File: config.mk
export PLATFORM = sky130hd
export DESIGN_NAME = rename_top
export DESIGN_NICKNAME = d
export VERILOG_FILES = /design/src/verilog/rename_pkg.sv /design/src/verilog/rename_uop_if.sv /design/src/verilog/renamed_uop_if.sv /design/src/verilog/rename_intake.sv /design/src/verilog/rename_map_table.sv /design/src/verilog/rename_rat.sv /design/src/verilog/rename_issue.sv /design/src/verilog/rename_top.sv
export SDC_FILE = /design/constraint.sdc
export NUM_CORES = 1
export LEC_CHECK = 0
export BUFFER_PORTS_ARGS = -buffer_cell sky130_fd_sc_hd__buf_2
export CORE_ASPECT_RATIO = 1.4
export CORE_MARGIN = 1
export CORE_UTILIZATION = 30
export CTS_CLUSTER_SIZE = 28
export DETAILED_ROUTE_END_ITERATION = 8
export PLACE_DENSITY_LB_ADDON = 0.08
export SLEW_MARGIN = 20
export SYNTH_ARGS = -nofsm -noshare
export SYNTH_HDL_FRONTEND = slang
export SYNTH_SLANG_ARGS = --single-unit
export TNS_END_PERCENT = 1
File: constraint.sdc
create_clock -name clock -period 6.7 [get_ports clock]
set_input_delay 0.335 -clock clock [delete_from_list [all_inputs] [get_ports clock]]
set_output_delay 0.335 -clock clock [all_outputs]
set_load 0.02 [all_outputs]
File: src/verilog/rename_pkg.sv
//~~~~~~~~~~~~~~~~~~~~~~~~~~~~~~~~~~~~~~~~~~~~~~~~
// Register rename package
// Sizes, index types and the rename core state
//~~~~~~~~~~~~~~~~~~~~~~~~~~~~~~~~~~~~~~~~~~~~~~~~

package rename_pkg;

  // Register file and checkpoint sizes
  localparam int arf_size  = 8;
  localparam int prf_size  = 16;
  localparam int cp_size   = 4;

  // Spare physical registers held by the free list
  localparam int free_size = prf_size - arf_size;

  typedef logic [$clog2(arf_size)-1:0]  arf_index_t;
  typedef logic [$clog2(prf_size)-1:0]  prf_index_t;

  // Checkpoint slot and live checkpoint count (0 to cp_size)
  typedef logic [$clog2(cp_size)-1:0]   cp_index_t;
  typedef logic [$clog2(cp_size):0]     cp_count_t;

  // Free list entry count (0 to free_size)
  typedef logic [$clog2(free_size):0]   free_count_t;

  // Free list slot and wrapping pointer with one extra lap bit
  typedef logic [$clog2(free_size)-1:0] free_index_t;
  typedef logic [$clog2(free_size):0]   free_ptr_t;

  // Rename core state where recover lasts one cycle
  typedef enum logic {
    rat_run,
    rat_recover
  } rat_state_t;

endpackage

File: src/verilog/rename_uop_if.sv
//~~~~~~~~~~~~~~~~~~~~~~~~~~~~~~~~~~~~~~~~~~~~~~~~
// Architectural micro-op channel
// Valid/ready link from the intake to the rename core
//~~~~~~~~~~~~~~~~~~~~~~~~~~~~~~~~~~~~~~~~~~~~~~~~

`timescale 1ns/1ps

interface rename_uop_if import rename_pkg::*; ();

  logic       valid;
  logic       ready;
  arf_index_t rs1;
  arf_index_t rs2;
  arf_index_t rd;
  logic       rd_valid;
  logic       branch;

  modport source (
    output valid, rs1, rs2, rd, rd_valid, branch,
    input  ready
  );

  modport sink (
    input  valid, rs1, rs2, rd, rd_valid, branch,
    output ready
  );

endinterface

File: src/verilog/renamed_uop_if.sv
//~~~~~~~~~~~~~~~~~~~~~~~~~~~~~~~~~~~~~~~~~~~~~~~~
// Renamed micro-op channel
// Valid/ready link from the rename core to the issue register
//~~~~~~~~~~~~~~~~~~~~~~~~~~~~~~~~~~~~~~~~~~~~~~~~

`timescale 1ns/1ps

interface renamed_uop_if import rename_pkg::*; ();

  logic       valid;
  logic       ready;
  prf_index_t prs1;
  prf_index_t prs2;
  prf_index_t prd;
  prf_index_t prev_prd;
  logic       prev_valid;
  logic       cp_valid;
  cp_index_t  cp_index;

  modport source (
    output valid, prs1, prs2, prd, prev_prd, prev_valid, cp_valid, cp_index,
    input  ready
  );

  modport sink (
    input  valid, prs1, prs2, prd, prev_prd, prev_valid, cp_valid, cp_index,
    output ready
  );

endinterface

File: src/verilog/rename_intake.sv
//~~~~~~~~~~~~~~~~~~~~~~~~~~~~~~~~~~~~~~~~~~~~~~~~
// Rename intake
// Two-entry skid buffer between the front end and the
// rename core, emptied by flush
//~~~~~~~~~~~~~~~~~~~~~~~~~~~~~~~~~~~~~~~~~~~~~~~~

`timescale 1ns/1ps

module rename_intake import rename_pkg::*; (
  input  logic         clock,
  input  logic         reset,
  input  logic         flush,
  input  logic         in_valid,
  input  arf_index_t   in_rs1,
  input  arf_index_t   in_rs2,
  input  arf_index_t   in_rd,
  input  logic         in_rd_valid,
  input  logic         in_branch,
  output logic         in_ready,
  rename_uop_if.source uop
);

  // Packed micro-op: rs1, rs2, rd, rd_valid, branch
  logic [3*$bits(arf_index_t)+1:0] in_word, main_q, skid_q;

  logic live_q;
  logic main_valid_q;
  logic skid_valid_q;
  logic in_fire;
  logic out_fire;
  logic main_load;

  // Ready from local state only and held low for one cycle out of reset
  assign in_ready  = live_q & ~skid_valid_q;
  assign in_fire   = in_valid & in_ready;
  assign out_fire  = uop.valid & uop.ready;
  assign main_load = ~main_valid_q | out_fire;

  assign in_word   = {in_rs1, in_rs2, in_rd, in_rd_valid, in_branch};
  assign uop.valid = main_valid_q;
  assign {uop.rs1, uop.rs2, uop.rd, uop.rd_valid, uop.branch} = main_q;

  always_ff @(posedge clock) begin
    if (reset) begin
      live_q       <= 1'b0;
      main_valid_q <= 1'b0;
      skid_valid_q <= 1'b0;
    end else begin
      live_q <= 1'b1;
      if (flush) begin
        main_valid_q <= 1'b0;
        skid_valid_q <= 1'b0;
      end else if (main_load) begin
        main_valid_q <= skid_valid_q | in_fire;
        skid_valid_q <= 1'b0;
      end else if (in_fire) begin
        skid_valid_q <= 1'b1;
      end
    end
  end

  // Skid entry always drains into main first
  always_ff @(posedge clock) begin
    if (main_load) begin
      main_q <= skid_valid_q ? skid_q : in_word;
    end
    if (!main_load && in_fire) begin
      skid_q <= in_word;
    end
  end

endmodule

File: src/verilog/rename_map_table.sv
//~~~~~~~~~~~~~~~~~~~~~~~~~~~~~~~~~~~~~~~~~~~~~~~~
// Rename map table
// Speculative map, circular free list and checkpoint
// storage with restore
//~~~~~~~~~~~~~~~~~~~~~~~~~~~~~~~~~~~~~~~~~~~~~~~~

`timescale 1ns/1ps

module rename_map_table import rename_pkg::*; (
  input  logic       clock,
  input  logic       reset,

  // Lookup and allocation
  input  arf_index_t rs1,
  input  arf_index_t rs2,
  input  arf_index_t rd,
  input  logic       allocate,
  input  logic       take_checkpoint,
  input  cp_index_t  checkpoint_slot,

  // Recovery
  input  logic       restore,
  input  cp_index_t  restore_slot,

  // Retirement
  input  logic       release_valid,
  input  prf_index_t release_prf,

  output prf_index_t prs1,
  output prf_index_t prs2,
  output prf_index_t prev_prd,
  output prf_index_t new_prd,
  output logic       free_empty
);

  prf_index_t  map_q     [arf_size];
  prf_index_t  map_next  [arf_size];
  prf_index_t  free_list [free_size];

  // Checkpoint copies of the map and the free list head
  prf_index_t  cp_map    [cp_size][arf_size];
  free_ptr_t   cp_head   [cp_size];

  free_ptr_t   head_q;
  free_ptr_t   head_next;
  free_ptr_t   tail_q;
  free_count_t free_count;

  // Sources and previous mapping read the map before this micro-op's write
  assign prs1     = map_q[rs1];
  assign prs2     = map_q[rs2];
  assign prev_prd = map_q[rd];

  // Count falls out of the lap bit in the pointers
  assign free_count = free_count_t'(tail_q - head_q);
  assign free_empty = (free_count == '0);
  assign new_prd    = free_list[free_index_t'(head_q)];

  always_comb begin
    for (int i = 0; i < arf_size; i++) begin
      map_next[i] = map_q[i];
    end
    head_next = head_q;
    if (allocate) begin
      map_next[rd] = new_prd;
      head_next    = head_q + 1'b1;
    end
  end

  always_ff @(posedge clock) begin
    if (reset) begin
      // Identity map, spare registers queued in order
      for (int i = 0; i < arf_size; i++) begin
        map_q[i] <= prf_index_t'(i);
      end
      for (int i = 0; i < free_size; i++) begin
        free_list[i] <= prf_index_t'(arf_size + i);
      end
      head_q <= '0;
      tail_q <= free_ptr_t'(free_size);
    end else begin
      if (restore) begin
        for (int i = 0; i < arf_size; i++) begin
          map_q[i] <= cp_map[restore_slot][i];
        end
        head_q <= cp_head[restore_slot];
      end else begin
        for (int i = 0; i < arf_size; i++) begin
          map_q[i] <= map_next[i];
        end
        head_q <= head_next;
      end

      // Returned registers join at the tail
      if (release_valid) begin
        free_list[free_index_t'(tail_q)] <= release_prf;
        tail_q <= tail_q + 1'b1;
      end
    end
  end

  // Snapshot includes the branch's own destination update
  always_ff @(posedge clock) begin
    if (take_checkpoint) begin
      for (int i = 0; i < arf_size; i++) begin
        cp_map[checkpoint_slot][i] <= map_next[i];
      end
      cp_head[checkpoint_slot] <= head_next;
    end
  end

endmodule

File: src/verilog/rename_rat.sv
//~~~~~~~~~~~~~~~~~~~~~~~~~~~~~~~~~~~~~~~~~~~~~~~~
// Rename core
// Accept control, checkpoint ring and recovery around the
// map table
//~~~~~~~~~~~~~~~~~~~~~~~~~~~~~~~~~~~~~~~~~~~~~~~~

`timescale 1ns/1ps

module rename_rat import rename_pkg::*; (
  input  logic           clock,
  input  logic           reset,
  rename_uop_if.sink     uop,
  renamed_uop_if.source  renamed,
  input  logic           retire_valid,
  input  logic           retire_prev_valid,
  input  logic           retire_branch,
  input  prf_index_t     retire_prev_prd,
  input  logic           recover,
  input  cp_index_t      recover_cp,
  output logic           flush
);

  rat_state_t state_q;
  cp_index_t  cp_head_q;
  cp_index_t  cp_head_next;
  cp_count_t  cp_count_q;
  cp_count_t  cp_count_next;
  cp_index_t  cp_slot;
  cp_index_t  recover_slot_q;
  logic       no_reg, no_slot, can_rename;
  logic       fire, take_cp, free_empty;
  prf_index_t new_prd;

  assign flush = (state_q == rat_recover);

  // Stall on missing register, missing slot, or recovery in progress
  assign no_reg     = uop.rd_valid & free_empty;
  assign no_slot    = uop.branch & (cp_count_q == cp_count_t'(cp_size));
  assign can_rename = ~no_reg & ~no_slot & ~recover & ~flush;

  assign renamed.valid = uop.valid & can_rename;
  assign uop.ready     = can_rename & renamed.ready;
  assign fire          = uop.valid & uop.ready;
  assign take_cp       = fire & uop.branch;

  // Next free slot in the ring
  assign cp_slot = cp_head_q + cp_index_t'(cp_count_q);

  always_comb begin
    cp_head_next  = cp_head_q;
    cp_count_next = cp_count_q;
    if (retire_valid && retire_branch) begin
      cp_head_next  = cp_head_q + 1'b1;
      cp_count_next = cp_count_q - 1'b1;
    end
    if (recover) begin
      // Keep everything up to and including the named slot
      cp_count_next = cp_count_t'(cp_index_t'(recover_cp - cp_head_next)) + 1'b1;
    end else if (take_cp) begin
      cp_count_next = cp_count_next + 1'b1;
    end
  end

  always_ff @(posedge clock) begin
    if (reset) begin
      state_q    <= rat_run;
      cp_head_q  <= '0;
      cp_count_q <= '0;
    end else begin
      cp_head_q  <= cp_head_next;
      cp_count_q <= cp_count_next;
      state_q    <= recover ? rat_recover : rat_run;
    end
  end

  always_ff @(posedge clock) begin
    if (recover) begin
      recover_slot_q <= recover_cp;
    end
  end

  rename_map_table u_map_table (
    .clock           (clock),
    .reset           (reset),
    .rs1             (uop.rs1),
    .rs2             (uop.rs2),
    .rd              (uop.rd),
    .allocate        (fire & uop.rd_valid),
    .take_checkpoint (take_cp),
    .checkpoint_slot (cp_slot),
    .restore         (flush),
    .restore_slot    (recover_slot_q),
    .release_valid   (retire_valid & retire_prev_valid),
    .release_prf     (retire_prev_prd),
    .prs1            (renamed.prs1),
    .prs2            (renamed.prs2),
    .prev_prd        (renamed.prev_prd),
    .new_prd         (new_prd),
    .free_empty      (free_empty)
  );

  assign renamed.prd        = uop.rd_valid ? new_prd : '0;
  assign renamed.prev_valid = uop.rd_valid;
  assign renamed.cp_valid   = uop.branch;
  assign renamed.cp_index   = cp_slot;

endmodule

File: src/verilog/rename_issue.sv
//~~~~~~~~~~~~~~~~~~~~~~~~~~~~~~~~~~~~~~~~~~~~~~~~
// Rename issue register
// Output stage with back-pressure, cleared by flush
//~~~~~~~~~~~~~~~~~~~~~~~~~~~~~~~~~~~~~~~~~~~~~~~~

`timescale 1ns/1ps

module rename_issue import rename_pkg::*; (
  input  logic         clock,
  input  logic         reset,
  input  logic         flush,
  renamed_uop_if.sink  renamed,
  output logic         out_valid,
  output prf_index_t   out_prs1,
  output prf_index_t   out_prs2,
  output prf_index_t   out_prd,
  output prf_index_t   out_prev_prd,
  output logic         out_prev_valid,
  output logic         out_cp_valid,
  output cp_index_t    out_cp_index,
  input  logic         out_ready
);

  // Takes a new entry when empty or draining this cycle
  assign renamed.ready = ~out_valid | out_ready;

  always_ff @(posedge clock) begin
    if (reset) begin
      out_valid <= 1'b0;
    end else if (flush) begin
      out_valid <= 1'b0;
    end else if (renamed.ready) begin
      out_valid <= renamed.valid;
    end
  end

  always_ff @(posedge clock) begin
    if (renamed.valid && renamed.ready) begin
      out_prs1       <= renamed.prs1;
      out_prs2       <= renamed.prs2;
      out_prd        <= renamed.prd;
      out_prev_prd   <= renamed.prev_prd;
      out_prev_valid <= renamed.prev_valid;
      out_cp_valid   <= renamed.cp_valid;
      out_cp_index   <= renamed.cp_index;
    end
  end

endmodule

File: src/verilog/rename_top.sv
//~~~~~~~~~~~~~~~~~~~~~~~~~~~~~~~~~~~~~~~~~~~~~~~~
// Register rename stage
// Intake, rename core and issue register in a row
//~~~~~~~~~~~~~~~~~~~~~~~~~~~~~~~~~~~~~~~~~~~~~~~~

`timescale 1ns/1ps

module rename_top import rename_pkg::*; (
  input  logic       clock,
  input  logic       reset,

  input  logic       in_valid,
  output logic       in_ready,
  input  arf_index_t in_rs1,
  input  arf_index_t in_rs2,
  input  arf_index_t in_rd,
  input  logic       in_rd_valid,
  input  logic       in_branch,

  input  logic       retire_valid,
  input  prf_index_t retire_prev_prd,
  input  logic       retire_prev_valid,
  input  logic       retire_branch,

  input  logic       recover_valid,
  input  cp_index_t  recover_cp,

  output logic       out_valid,
  input  logic       out_ready,
  output prf_index_t out_prs1,
  output prf_index_t out_prs2,
  output prf_index_t out_prd,
  output prf_index_t out_prev_prd,
  output logic       out_prev_valid,
  output logic       out_cp_valid,
  output cp_index_t  out_cp_index
);

  logic flush;

  rename_uop_if  uop_bus ();
  renamed_uop_if renamed_bus ();

  rename_intake u_intake (
    .clock       (clock),
    .reset       (reset),
    .flush       (flush),
    .in_valid    (in_valid),
    .in_rs1      (in_rs1),
    .in_rs2      (in_rs2),
    .in_rd       (in_rd),
    .in_rd_valid (in_rd_valid),
    .in_branch   (in_branch),
    .in_ready    (in_ready),
    .uop         (uop_bus.source)
  );

  rename_rat u_rat (
    .clock             (clock),
    .reset             (reset),
    .uop               (uop_bus.sink),
    .renamed           (renamed_bus.source),
    .retire_valid      (retire_valid),
    .retire_prev_valid (retire_prev_valid),
    .retire_branch     (retire_branch),
    .retire_prev_prd   (retire_prev_prd),
    .recover           (recover_valid),
    .recover_cp        (recover_cp),
    .flush             (flush)
  );

  rename_issue u_issue (
    .clock          (clock),
    .reset          (reset),
    .flush          (flush),
    .renamed        (renamed_bus.sink),
    .out_valid      (out_valid),
    .out_prs1       (out_prs1),
    .out_prs2       (out_prs2),
    .out_prd        (out_prd),
    .out_prev_prd   (out_prev_prd),
    .out_prev_valid (out_prev_valid),
    .out_cp_valid   (out_cp_valid),
    .out_cp_index   (out_cp_index),
    .out_ready      (out_ready)
  );

endmodule

==> impl_metrics.toml, run 1 <==
[synthesis]
synth_edf_count = 252
synth_area_mm2 = 0.01253
yosysSeqAreaShare = 0.6358
avgSynthCellArea_um2 = 15.28
synthArstFlopShare = 0
synthTopCellsByArea = "edfxtp_1 60%, mux4_2 11%, dfxtp_1 3.2%, mux2_2 2.4%, a221o_1 1.8%"
synth_cells = 820
yosys.area.top_type = "edfxtp_1"
synth_commonest_cells = "252 x edfxtp_1, 62 x mux4_2, 38 x inv_1"
ys_types = 57
synth_top_area_frac = 0.6039
synth_top_flop_cell = "edfxtp_1"
yosysMostFrequentCell = "edfxtp_1"
ys_warn_count = 0
ys_ff_latch = 272

[cells_and_area]
area_growth_pct = 15.06
fin_util = 0.3501
diodes = 0
nNetsFinal = 927
n_fill_cell = 4051
drive_gt1_frac = 0.2276

[drt]
dr.pass1.iters = 4
vias = 7433
drc = 0
post_drt_wl_per_cell_um = 23.31
antenna_left = 0
drt_iter0_markers = 505
viasPerCell = 5.112
wl_mm = 33.89

[critical_path]
slowest_stage = "nor3_2"
cp_common_cell = "ha_1"
required_ns = 6.90
cp-end-kind = "flop"
cp-start-kind = "flop"
path_class = "flop to flop"
worstPathCellList = "inv_1 > ha_1 > ha_1 > a2111oi_4 > nand3_1 > nand2b_1 > nor3_2 > buf_4"
arrival_ns = 3.85
critPathMaxFanout = 27
cpPeakStageDelay_ns = 0.67

[timing]
skew_ns = 0.03101
maxSlewViolCount = 0
period_share = 0.5457
finalSetupViolCount = 0
rsz0062_at_grt = "false"
hold_viol_final = 0
tns_ns = 0
slew_headroom = 0.3799
tightest_slew_ns = 0.9267
finalCriticalPeriod_ns = 3.656
fmax_mhz = 273.5

[run_status]
run_status = "completed"

[global_routing]
first_global_vias = 7607
track_usage = 0.1609
grt_overflow = 0
grt_pass1_wl_mm = 50.82
antenna_found_initial = 0
grt_max_degree = 65

[placed_design]
hpwl_mm = 22.33
portBuffers = 46
place_congestion = 0.7290

[floorplanning]
io_pins = 47
die_width_um = 174.7
core_area_mm2 = 0.04118
die_y_um = 243.8
dieArea_mm2 = 0.04260
rows = 88
start_util = 0.3043

[clock_tree]
clk_latency_ns = 0.58
path_clk_slew_ns = 0.06
cts.sink_count = 272
clk_root_buffer_cell = "clkbuf_16"
cts_max_path_buffers = 3
htree_levels = 1
cts_buffers = 29
cts_tree = "built"

[pwr]
p_leak_nw = 4.724
power_density_mw_per_mm2 = 273.4
max-vdd-ir-drop_mv = 0.1930

[hold_path]
hp-class = "input pin to flop"

[flow_run]
cap_violations = 0
==> state kept, by name, summed over array words and instances, names as in the netlist, 2 cells and up, named ones only <==
name and cells:
u_rat.u_map_table.head_q 4, u_issue.out_cp_index 2, u_rat.u_map_table.cp_head 16, u_issue.out_prd 4
u_rat.cp_count_q 3, u_rat.u_map_table.free_list 32, u_issue.out_prev_prd 4, u_rat.u_map_table.map_q 32
u_rat.cp_head_q 2, u_intake.skid_q 11, u_rat.recover_slot_q 2, u_intake.main_q 11
u_rat.u_map_table.cp_map 128, u_issue.out_prs2 4, u_rat.u_map_table.tail_q 4, u_issue.out_prs1 4
==> path summary, 6_finish.rpt <==
check	start	endpoint	slack (ns)	depth (start not counted)
worst max-delay path	u_rat.cp_count_q[0]	u_rat.u_map_table.cp_map[1][15]	3.04	8
worst max register to register	u_rat.cp_count_q[0]	u_rat.u_map_table.cp_map[1][15]	3.04	8
worst min-delay path	retire_prev_valid	u_rat.u_map_table.tail_q[1]	0.05	3
worst min register to register	u_rat.recover_slot_q[1]	flop	0.47	1
==> cell usage in the layout (no fill, tap or decap), types with 5 or more instances in the layout <==
| cell type | count |
|---|---|
| nor2b_1 | 6 |
| o211ai_1 | 5 |
| nor4_1 | 5 |
| buf_2 | 46 |
| clkinv_1 | 6 |
| mux4_2 | 62 |
| clkinv_2 | 5 |
| nand2_1 | 31 |
| and2_1 | 21 |
| inv_1 | 38 |
| nor2_1 | 24 |
| dlygate4sd3_1 | 13 |
| ha_1 | 11 |
| and3_1 | 5 |
| nand2b_1 | 9 |
| xnor2_1 | 10 |
| o311ai_0 | 8 |
| mux2i_1 | 7 |
| edfxtp_1 | 252 |
| clkbuf_1 | 9 |
| a2111oi_0 | 18 |
| clkbuf_16 | 29 |
| nand3_1 | 35 |
| or3_1 | 14 |
| a221o_1 | 22 |
| o21ai_0 | 34 |
| dfxtp_1 | 17 |
| mux2_2 | 27 |
| conb_1 | 32 |
| nor3_1 | 13 |
| a21oi_1 | 28 |
| buf_4 | 12 |
==> layout make-up <==
class                           instances  area, µm²  area share
Sequential cell                       272       7971      0.5529
Tap cell                              540      675.6     0.04686
Multi-Input combinational cell        479       4264      0.2958
Clock buffer                           38      759.5     0.05268
Clock inverter                         16      153.9     0.01067
Inverter                               38      142.6    0.009893
Timing Repair Buffer                   71      450.4     0.03124
==> timing repair <==
action                                  4_1_cts  5_1_grt
endpoints found under the setup margin        0        0
hold buffers                                 13        0
setup buffers                                 0        0
hold endpoints to repair                     14        0
resized for setup                             0        0
==> cells by family after synthesis <==
| group | after synthesis | share of synthesized area |
|---|---|---|
| AOI/OAI and AO/OA | 135 | 0.07938 |
| xor gates and xnor gates | 14 | 0.009785 |
| adders and majority gates | 11 | 0.01098 |
| buffers and inverters | 100 | 0.03445 |
| DFF | 272 | 0.6358 |
| muxes | 100 | 0.1461 |
| other | 1 | 0.0002993 |
| and+or+nand+nor | 187 | 0.08318 |
==> layer usage <==
| metal | global-route usage | up-vias | wire length (µm) |
|---|---|---|---|
| met4 | 0.05166 | 0 | 856 |
| met5 | 0 | - | 0 |
| li1 | - | 3383 | - |
| met3 | 0.02169 | 43 | 1337 |
| met2 | 0.2904 | 153 | 17940 |
| met1 | 0.1964 | 3854 | 13760 |
==> power breakdown <==
part	total, mW	switching (mW)	internal, mW
Clock	1.58	0.673	0.910
Sequential	1.97	0.0566	1.91
Combinational	0.391	0.234	0.158
==> stage by stage <==
step           cells  area, µm²  power (mW)  hold WS [ns]  worst slack (ns)
4_1_cts         1454      14420       4.001       0.02021             2.972
6_report        1454      14420       3.942       0.05295             3.044
2_1_floorplan    851      12650       2.248        0.4339             2.027
3_5_place_dp    1387      13370       2.397        0.4577             3.000
5_1_grt         1454      14420       4.098       0.04079             2.760
3_3_place_gp    1387      13370       2.400        0.4538             3.049
==> critical path, delay by kind of cell (launching register included) <==
| kind | cells | cell delay (ns) |
|---|---|---|
| AOI/OAI and AO/OA | 1 | 0.59 |
| adders and majority gates | 2 | 0.44 |
| buffers and inverters | 2 | 0.59 |
| DFF | 1 | 0.37 |
| and+or+nand+nor | 3 | 1.23 |
Note: power is estimated with default switching activity, not from simulation.
==> run 2, diff against run 1 <==
clock period = 3.1 ns   (was 6.7 ns; I/O delays follow)
==> run 2 against run 1 <==
Net effect: power rose by 120%; setup slack got worse by 2.8 ns; combinational power rose by 140%; register-to-register slack got worse by 2.8 ns; first-iteration DRC count fell by 7.9%; clock skew fell by 0.020 ns; largest cell class unchanged; cell count rose by 3.4%; clock power rose by 120%; via count rose by 1.2%; maximum frequency rose by 27%.
==> impl_metrics.toml, run 2 (same netlist as run 1, synthesis figures left out) <==
[run_status]
run_status = "completed"

[flow_run]
cap_violations = 0

[floorplanning]
core_area_mm2 = 0.04118
die_width_um = 174.7
io_pins = 47
rows = 88
start_util = 0.3043
dieArea_mm2 = 0.04260
die_y_um = 243.8

[drt]
top_layer_used = "met4"
wl_mm = 34.87
drt_iter0_markers = 465
drc = 0
antenna_left = 0
dr_wl_met2_mm = 18.28
vias = 7524
post_drt_wl_per_cell_um = 23.18
m1WireLength_mm = 14.28
viasPerCell = 5.003
met3_length_mm = 1.231
dr.pass1.iters = 6

[cells_and_area]
largest_reg_flops = 128
n_fill_cell = 3956
layout_common_cells = "252 x edfxtp_1, 62 x mux4_2, 46 x buf_2"
area_growth_pct = 19.21
fin_util = 0.3628
top_regs = "u_rat.u_map_table.cp_map (128), u_rat.u_map_table.free_list (32), u_rat.u_map_table.map_q (32)"
multi_input_area_mm2 = 0.004275
stdcell_count = 1504
final_area_mm2 = 0.01494
top_register = "u_rat.u_map_table.cp_map"
register_area_mm2 = 0.007971
nNetsFinal = 977
final_common_cell = "edfxtp_1"
drive_gt1_frac = 0.2541
diodes = 0

[global_routing]
first_global_vias = 8068
grt_pass1_wl_mm = 52.56
grt_max_degree = 40
antenna_found_initial = 0
grt_overflow = 0
track_usage = 0.1663

[critical_path]
required_ns = 3.41
timing.rr.start = "u_rat.cp_count_q[0]"
path_class = "flop to flop"
reg2reg_to = "u_rat.u_map_table.cp_map[3][12]"
cp-start-kind = "flop"
r2r_slack_ns = 0.22
ff2ff_path_depth = 7
cp-end-kind = "flop"
critPathMaxFanout = 8
arrival_ns = 3.19

[hold_path]
min_from = "recover_valid"
hold_path_depth = 2
hp-class = "input pin to flop"
min_to = "u_rat.recover_slot_q[1]"

[pwr]
max-vdd-ir-drop_mv = 0.3996
p_leak_nw = 4.983
power_density_mw_per_mm2 = 576.4
power_mw = 8.611

[clock_tree]
clk_latency_ns = 0.57
clk_root_buffer_cell = "clkbuf_16"
cts_buffers = 31
htree_levels = 1
path_clk_slew_ns = 0.06
cts_tree = "built"
cts.sink_count = 272
post_cts_resized = 0
cts_max_path_buffers = 3

[placed_design]
hpwl_mm = 23.62
dp.cells = 1421
portBuffers = 46
place_congestion = 0.7868
dpl_cell_area_mm2 = 0.01375
place_ws_ns = 0.1478

[timing]
period_share = 0.9295
rsz0062_at_grt = "false"
skew_ns = 0.01143
slew_headroom = 0.4210
maxSlewViolCount = 0
hold_viol_final = 0
finalSetupViolCount = 0
tightest_slew_ns = 0.8653
fmax_mhz = 347.1
worst_slack_ns = 0.2186
finalCriticalPeriod_ns = 2.881
run 2: through the flow:
step	hold slack [ns]	setup TNS, ns
after floorplan	0.2539	-38.52
after global placement	0.3468	0
after detailed placement	0.3502	0
after CTS	0.04217	0
after global routing	0.06431	0
final	0.06355	0
run 2: report_power, final:
| part | switching (mW) | internal (mW) | total (mW) | leakage (nW) |
|---|---|---|---|---|
| clock network | 1.51 | 1.91 | 3.41 | 0.445 |
| registers | 0.124 | 4.13 | 4.25 | 2.45 |
| logic | 0.531 | 0.411 | 0.943 | 2.09 |
run 2: worst max path at each step:
stage                           startpoint                         endpoint  slack (ns)  cells after the start
6_report               u_rat.cp_count_q[0]  u_rat.u_map_table.cp_map[3][12]        0.22                      7
5_1_grt                u_rat.cp_count_q[0]  u_rat.u_map_table.cp_map[1][13]        0.09                      7
4_1_cts        u_rat.u_map_table.tail_q[2]  u_rat.u_map_table.cp_map[0][27]        0.14                      7
3_5_place_dp   u_rat.u_map_table.tail_q[2]  u_rat.u_map_table.cp_map[1][27]        0.15                      7
3_3_place_gp   u_rat.u_map_table.tail_q[2]  u_rat.u_map_table.cp_map[1][21]        0.18                      8
2_1_floorplan  u_rat.u_map_table.head_q[1]  u_rat.u_map_table.cp_head[0][0]       -0.49                      9
run 2: per-layer routing:
metal  vias to the layer above  GRT usage
li1                       3483          -
met1                      3827     0.1998
met2                       148     0.3023
met3                        66    0.01951
met4                         0    0.06113
met5                         -          0
run 2: what timing repair did:
item,4_1_cts,5_1_grt
endpoints found under the setup margin,0,16
hold buffers,25,0
setup buffers,0,2
endpoints found under the hold margin,56,0
run 2: worst max-delay path, cell delays in order, from the launching register on:
cell and delay [ns]:
dfxtp_1 0.37, inv_1 0.06, ha_1 0.20, ha_1 0.25, a2111o_4 0.62, nor4_4 0.35
and2_1 0.42, mux2_4 0.36
run 2: layout make-up:
type,instances,area share
tap,540,0.04523
timing repair buffer,119,0.06382
multi-input combinational,479,0.2862
sequential,272,0.5336
clock inverter,18,0.007873
clock buffer,38,0.05369
inverter,38,0.009549
==> run 3, diff against run 2 <==
SYNTH_HIERARCHICAL = 1   (was not set)
==> run 3 against run 2 <==
Net effect: clock power about the same; core utilization increased by 0.64 points; cell area decreased by 2.1%.
==> impl_metrics.toml, run 3 <==
[cells_and_area]
layout_common_cells = "252 x edfxtp_1, 68 x mux4_2, 46 x buf_2"
final_area_mm2 = 0.01462
top_register = "u_rat/u_map_table/cp_map"
nNetsFinal = 911
diodes = 0
largest_reg_flops = 128
n_fill_cell = 3853
drive_gt1_frac = 0.3170
final_common_cell = "edfxtp_1"
stdcell_count = 1424
area_growth_pct = 20.56
top_regs = "u_rat/u_map_table/cp_map (128), u_rat/u_map_table/free_list (32), u_rat/u_map_table/map_q (32)"

[synthesis]
yosys.area.top_type = "edfxtp_1"
synthArstFlopShare = 0
synth_edf_count = 252
synth_top_flop_cell = "edfxtp_1"
ys_warn_count = 6
synth_compound_area_frac = 0.06656
yosysSeqAreaShare = 0.6538
synth_cells = 745
synth_commonest_cells = "252 x edfxtp_1, 68 x mux4_2, 44 x nor2_1"
yosys.area_share.adder = 0.01135
synthTopCellsByArea = "edfxtp_1 62%, mux4_2 13%, dfxtp_1 3.0%, mux2_2 2.1%, nor2_1 1.4%"
synth_area_mm2 = 0.01213
ys_types = 65
synth_top_family_by_area = "multiplexers"
yosys.area_share.simple = 0.07388
synth_top_area_frac = 0.6241
ys_ff_latch = 270
yosysMostFrequentCell = "edfxtp_1"
muxShareOfSynthArea = 0.1592
yosys.area_share.xor_xnor = 0.008668
avgSynthCellArea_um2 = 16.28

[pwr]
power_density_mw_per_mm2 = 572.8
p_comb_frac = 0.091
pwr-share-clk = 0.408
power.switching_mw = 1.890
max-vdd-ir-drop_mv = 0.3533
power.internal_mw = 6.484
seq_power_share = 0.500
p_leak_nw = 4.807
switching_share = 0.2257
power_mw = 8.373

[critical_path]
cp-start-kind = "flop"
required_ns = 3.39
critPathMaxFanout = 9
arrival_ns = 3.27
crit_path_start = "u_rat/u_map_table/head_q[1]"
path_class = "flop to flop"
slowest_stage = "or3_1"
cpPeakStageDelay_ns = 0.35
cp_common_cell = "and3_4"
worstPathCellList = "inv_2 > ha_4 > nor2b_1 > o21a_1 > or3_1 > a21oi_2 > a211oi_2 > and3_4 > and3_4 > nor2b_4 > buf_6 > and2_1 > buf_12 > nand2_1 > o21ai_0"
timing.rr.start = "u_rat/u_map_table/head_q[1]"
cp-end-kind = "flop"

[clock_tree]
cts.sink_count = 270
clk_root_buffer_cell = "clkbuf_16"
cts_buffers = 29
htree_levels = 1
cts_max_path_buffers = 3
cts_tree = "built"
clk_latency_ns = 0.55
path_clk_slew_ns = 0.06

[drt]
wl_mm = 30.64
dr.pass1.iters = 4
drt_iter0_markers = 358
vias = 7053
post_drt_wl_per_cell_um = 21.51
antenna_left = 0
drc = 0
viasPerCell = 4.953

[timing]
period_share = 0.9606
skew_ns = 0.009404
tightest_slew_ns = 0.8011
hold_viol_final = 0
finalCriticalPeriod_ns = 2.978
rsz0062_at_grt = "true"
fmax_mhz = 335.8
finalSetupViolCount = 0
slew_headroom = 0.4659
tns_ns = 0
maxSlewViolCount = 0

[placed_design]
portBuffers = 46
place_congestion = 0.7725
hpwl_mm = 21.12
dp.cells = 1352
dpl_cell_area_mm2 = 0.01338

[global_routing]
grt_pass1_wl_mm = 46.61
grt_overflow = 0
antenna_found_initial = 0
grt_max_degree = 39
track_usage = 0.1535
first_global_vias = 7511

[floorplanning]
dieArea_mm2 = 0.04124
core_area_mm2 = 0.03960
die_y_um = 239.9
io_pins = 47
rows = 86
die_width_um = 171.9
start_util = 0.3062

[hold_path]
hp-class = "input pin to flop"
min_from = "reset"

[run_status]
run_status = "completed"

[flow_run]
cap_violations = 0
## run 3: cell types whose count changed after synthesis, moves of 18 or more
| cell | before | now |
|---|---|---|
| nand3_1 | 35 | 8 |
| inv_1 | 38 | 14 |
| a221o_1 | 22 | 0 |
| clkbuf_1 | 35 | 14 |
| nor2_1 | 24 | 44 |
| a2111oi_0 | 18 | 0 |
| a32oi_1 | 0 | 18 |
## run 3: power by group through the flow
| stage | Combinational, mW | Clock, mW | Sequential, mW |
|---|---|---|---|
| final | 0.764 | 3.42 | 4.19 |
| after global routing | 0.836 | 3.67 | 4.20 |
| after CTS | 0.773 | 3.54 | 4.19 |
| after detailed placement | 0.743 | 0 | 4.27 |
| after global placement | 0.732 | 0 | 4.26 |
| after floorplan | 0.526 | 0 | 4.21 |
## run 3: worst max-delay path, delay by kind of cell (launching register included)
family          cells  cell delay, ns
buf+inv             3            0.37
fa+ha+maj           1            0.19
compound gates      4            0.55
simple gates        7            1.27
flops               1            0.32
## run 3: what timing repair did
item,CTS,global route
endpoints found under the hold margin,35,0
buffers inserted,0,0
hold buffers,20,0
pin swaps,1,1
gates resized for setup,14,23
setup endpoints to repair,109,114
## run 3: metrics by stage
stage | utilization | setup WS [ns] | hold WS [ns]
final | 0.3692 | 0.1221 | 0.03319
after floorplan | - | 0.01077 | 0.2115
after CTS | 0.3674 | 0.02884 | 0.01388
after detailed placement | 0.3379 | -0.2406 | 0.3483
after global routing | 0.3692 | -0.05031 | 0.06341
after global placement | 0.3379 | -0.1754 | 0.3464
## run 3: logic make-up (layout without fill, tap and decap cells)
logic type               after synthesis  count (layout)
buffers and inverters                 62             182
AO/OA/AOI/OAI                        118             118
multiplexers                         100             100
other                                  1              32
XOR/XNOR                              12              12
adder cells (fa/ha/maj)               11              11
flip-flops                           270             270
AND/OR/NAND/NOR                      171             171
## run 3: worst paths after layout
check | to | cells after the start | slack [ns]
max reg2reg | u_rat/u_map_table/map_q[0][2] | 15 | 0.12
max | u_rat/u_map_table/map_q[0][2] | 15 | 0.12
min | u_rat/u_map_table/tail_q[2] | 2 | 0.03
min reg2reg | u_rat/u_map_table/tail_q[3] | 1 | 0.52
## run 3: routing by layer
metal  GRT usage  share of wire
met1      0.1757           0.38
met2      0.2935           0.56
met3     0.01975          0.034
met4     0.04210          0.022
met5           0              0
## run 3: final cells by class
type                       count  area [µm²]  share of cell area
clock buffer                  36       752.0             0.05144
clock inverter                16       175.2             0.01198
inverter                      16       65.06            0.004451
multi-input combinational    444        4139              0.2831
sequential                   270        7931              0.5426
tap                          528       660.6             0.04519
timing repair buffer         114       894.6             0.06120
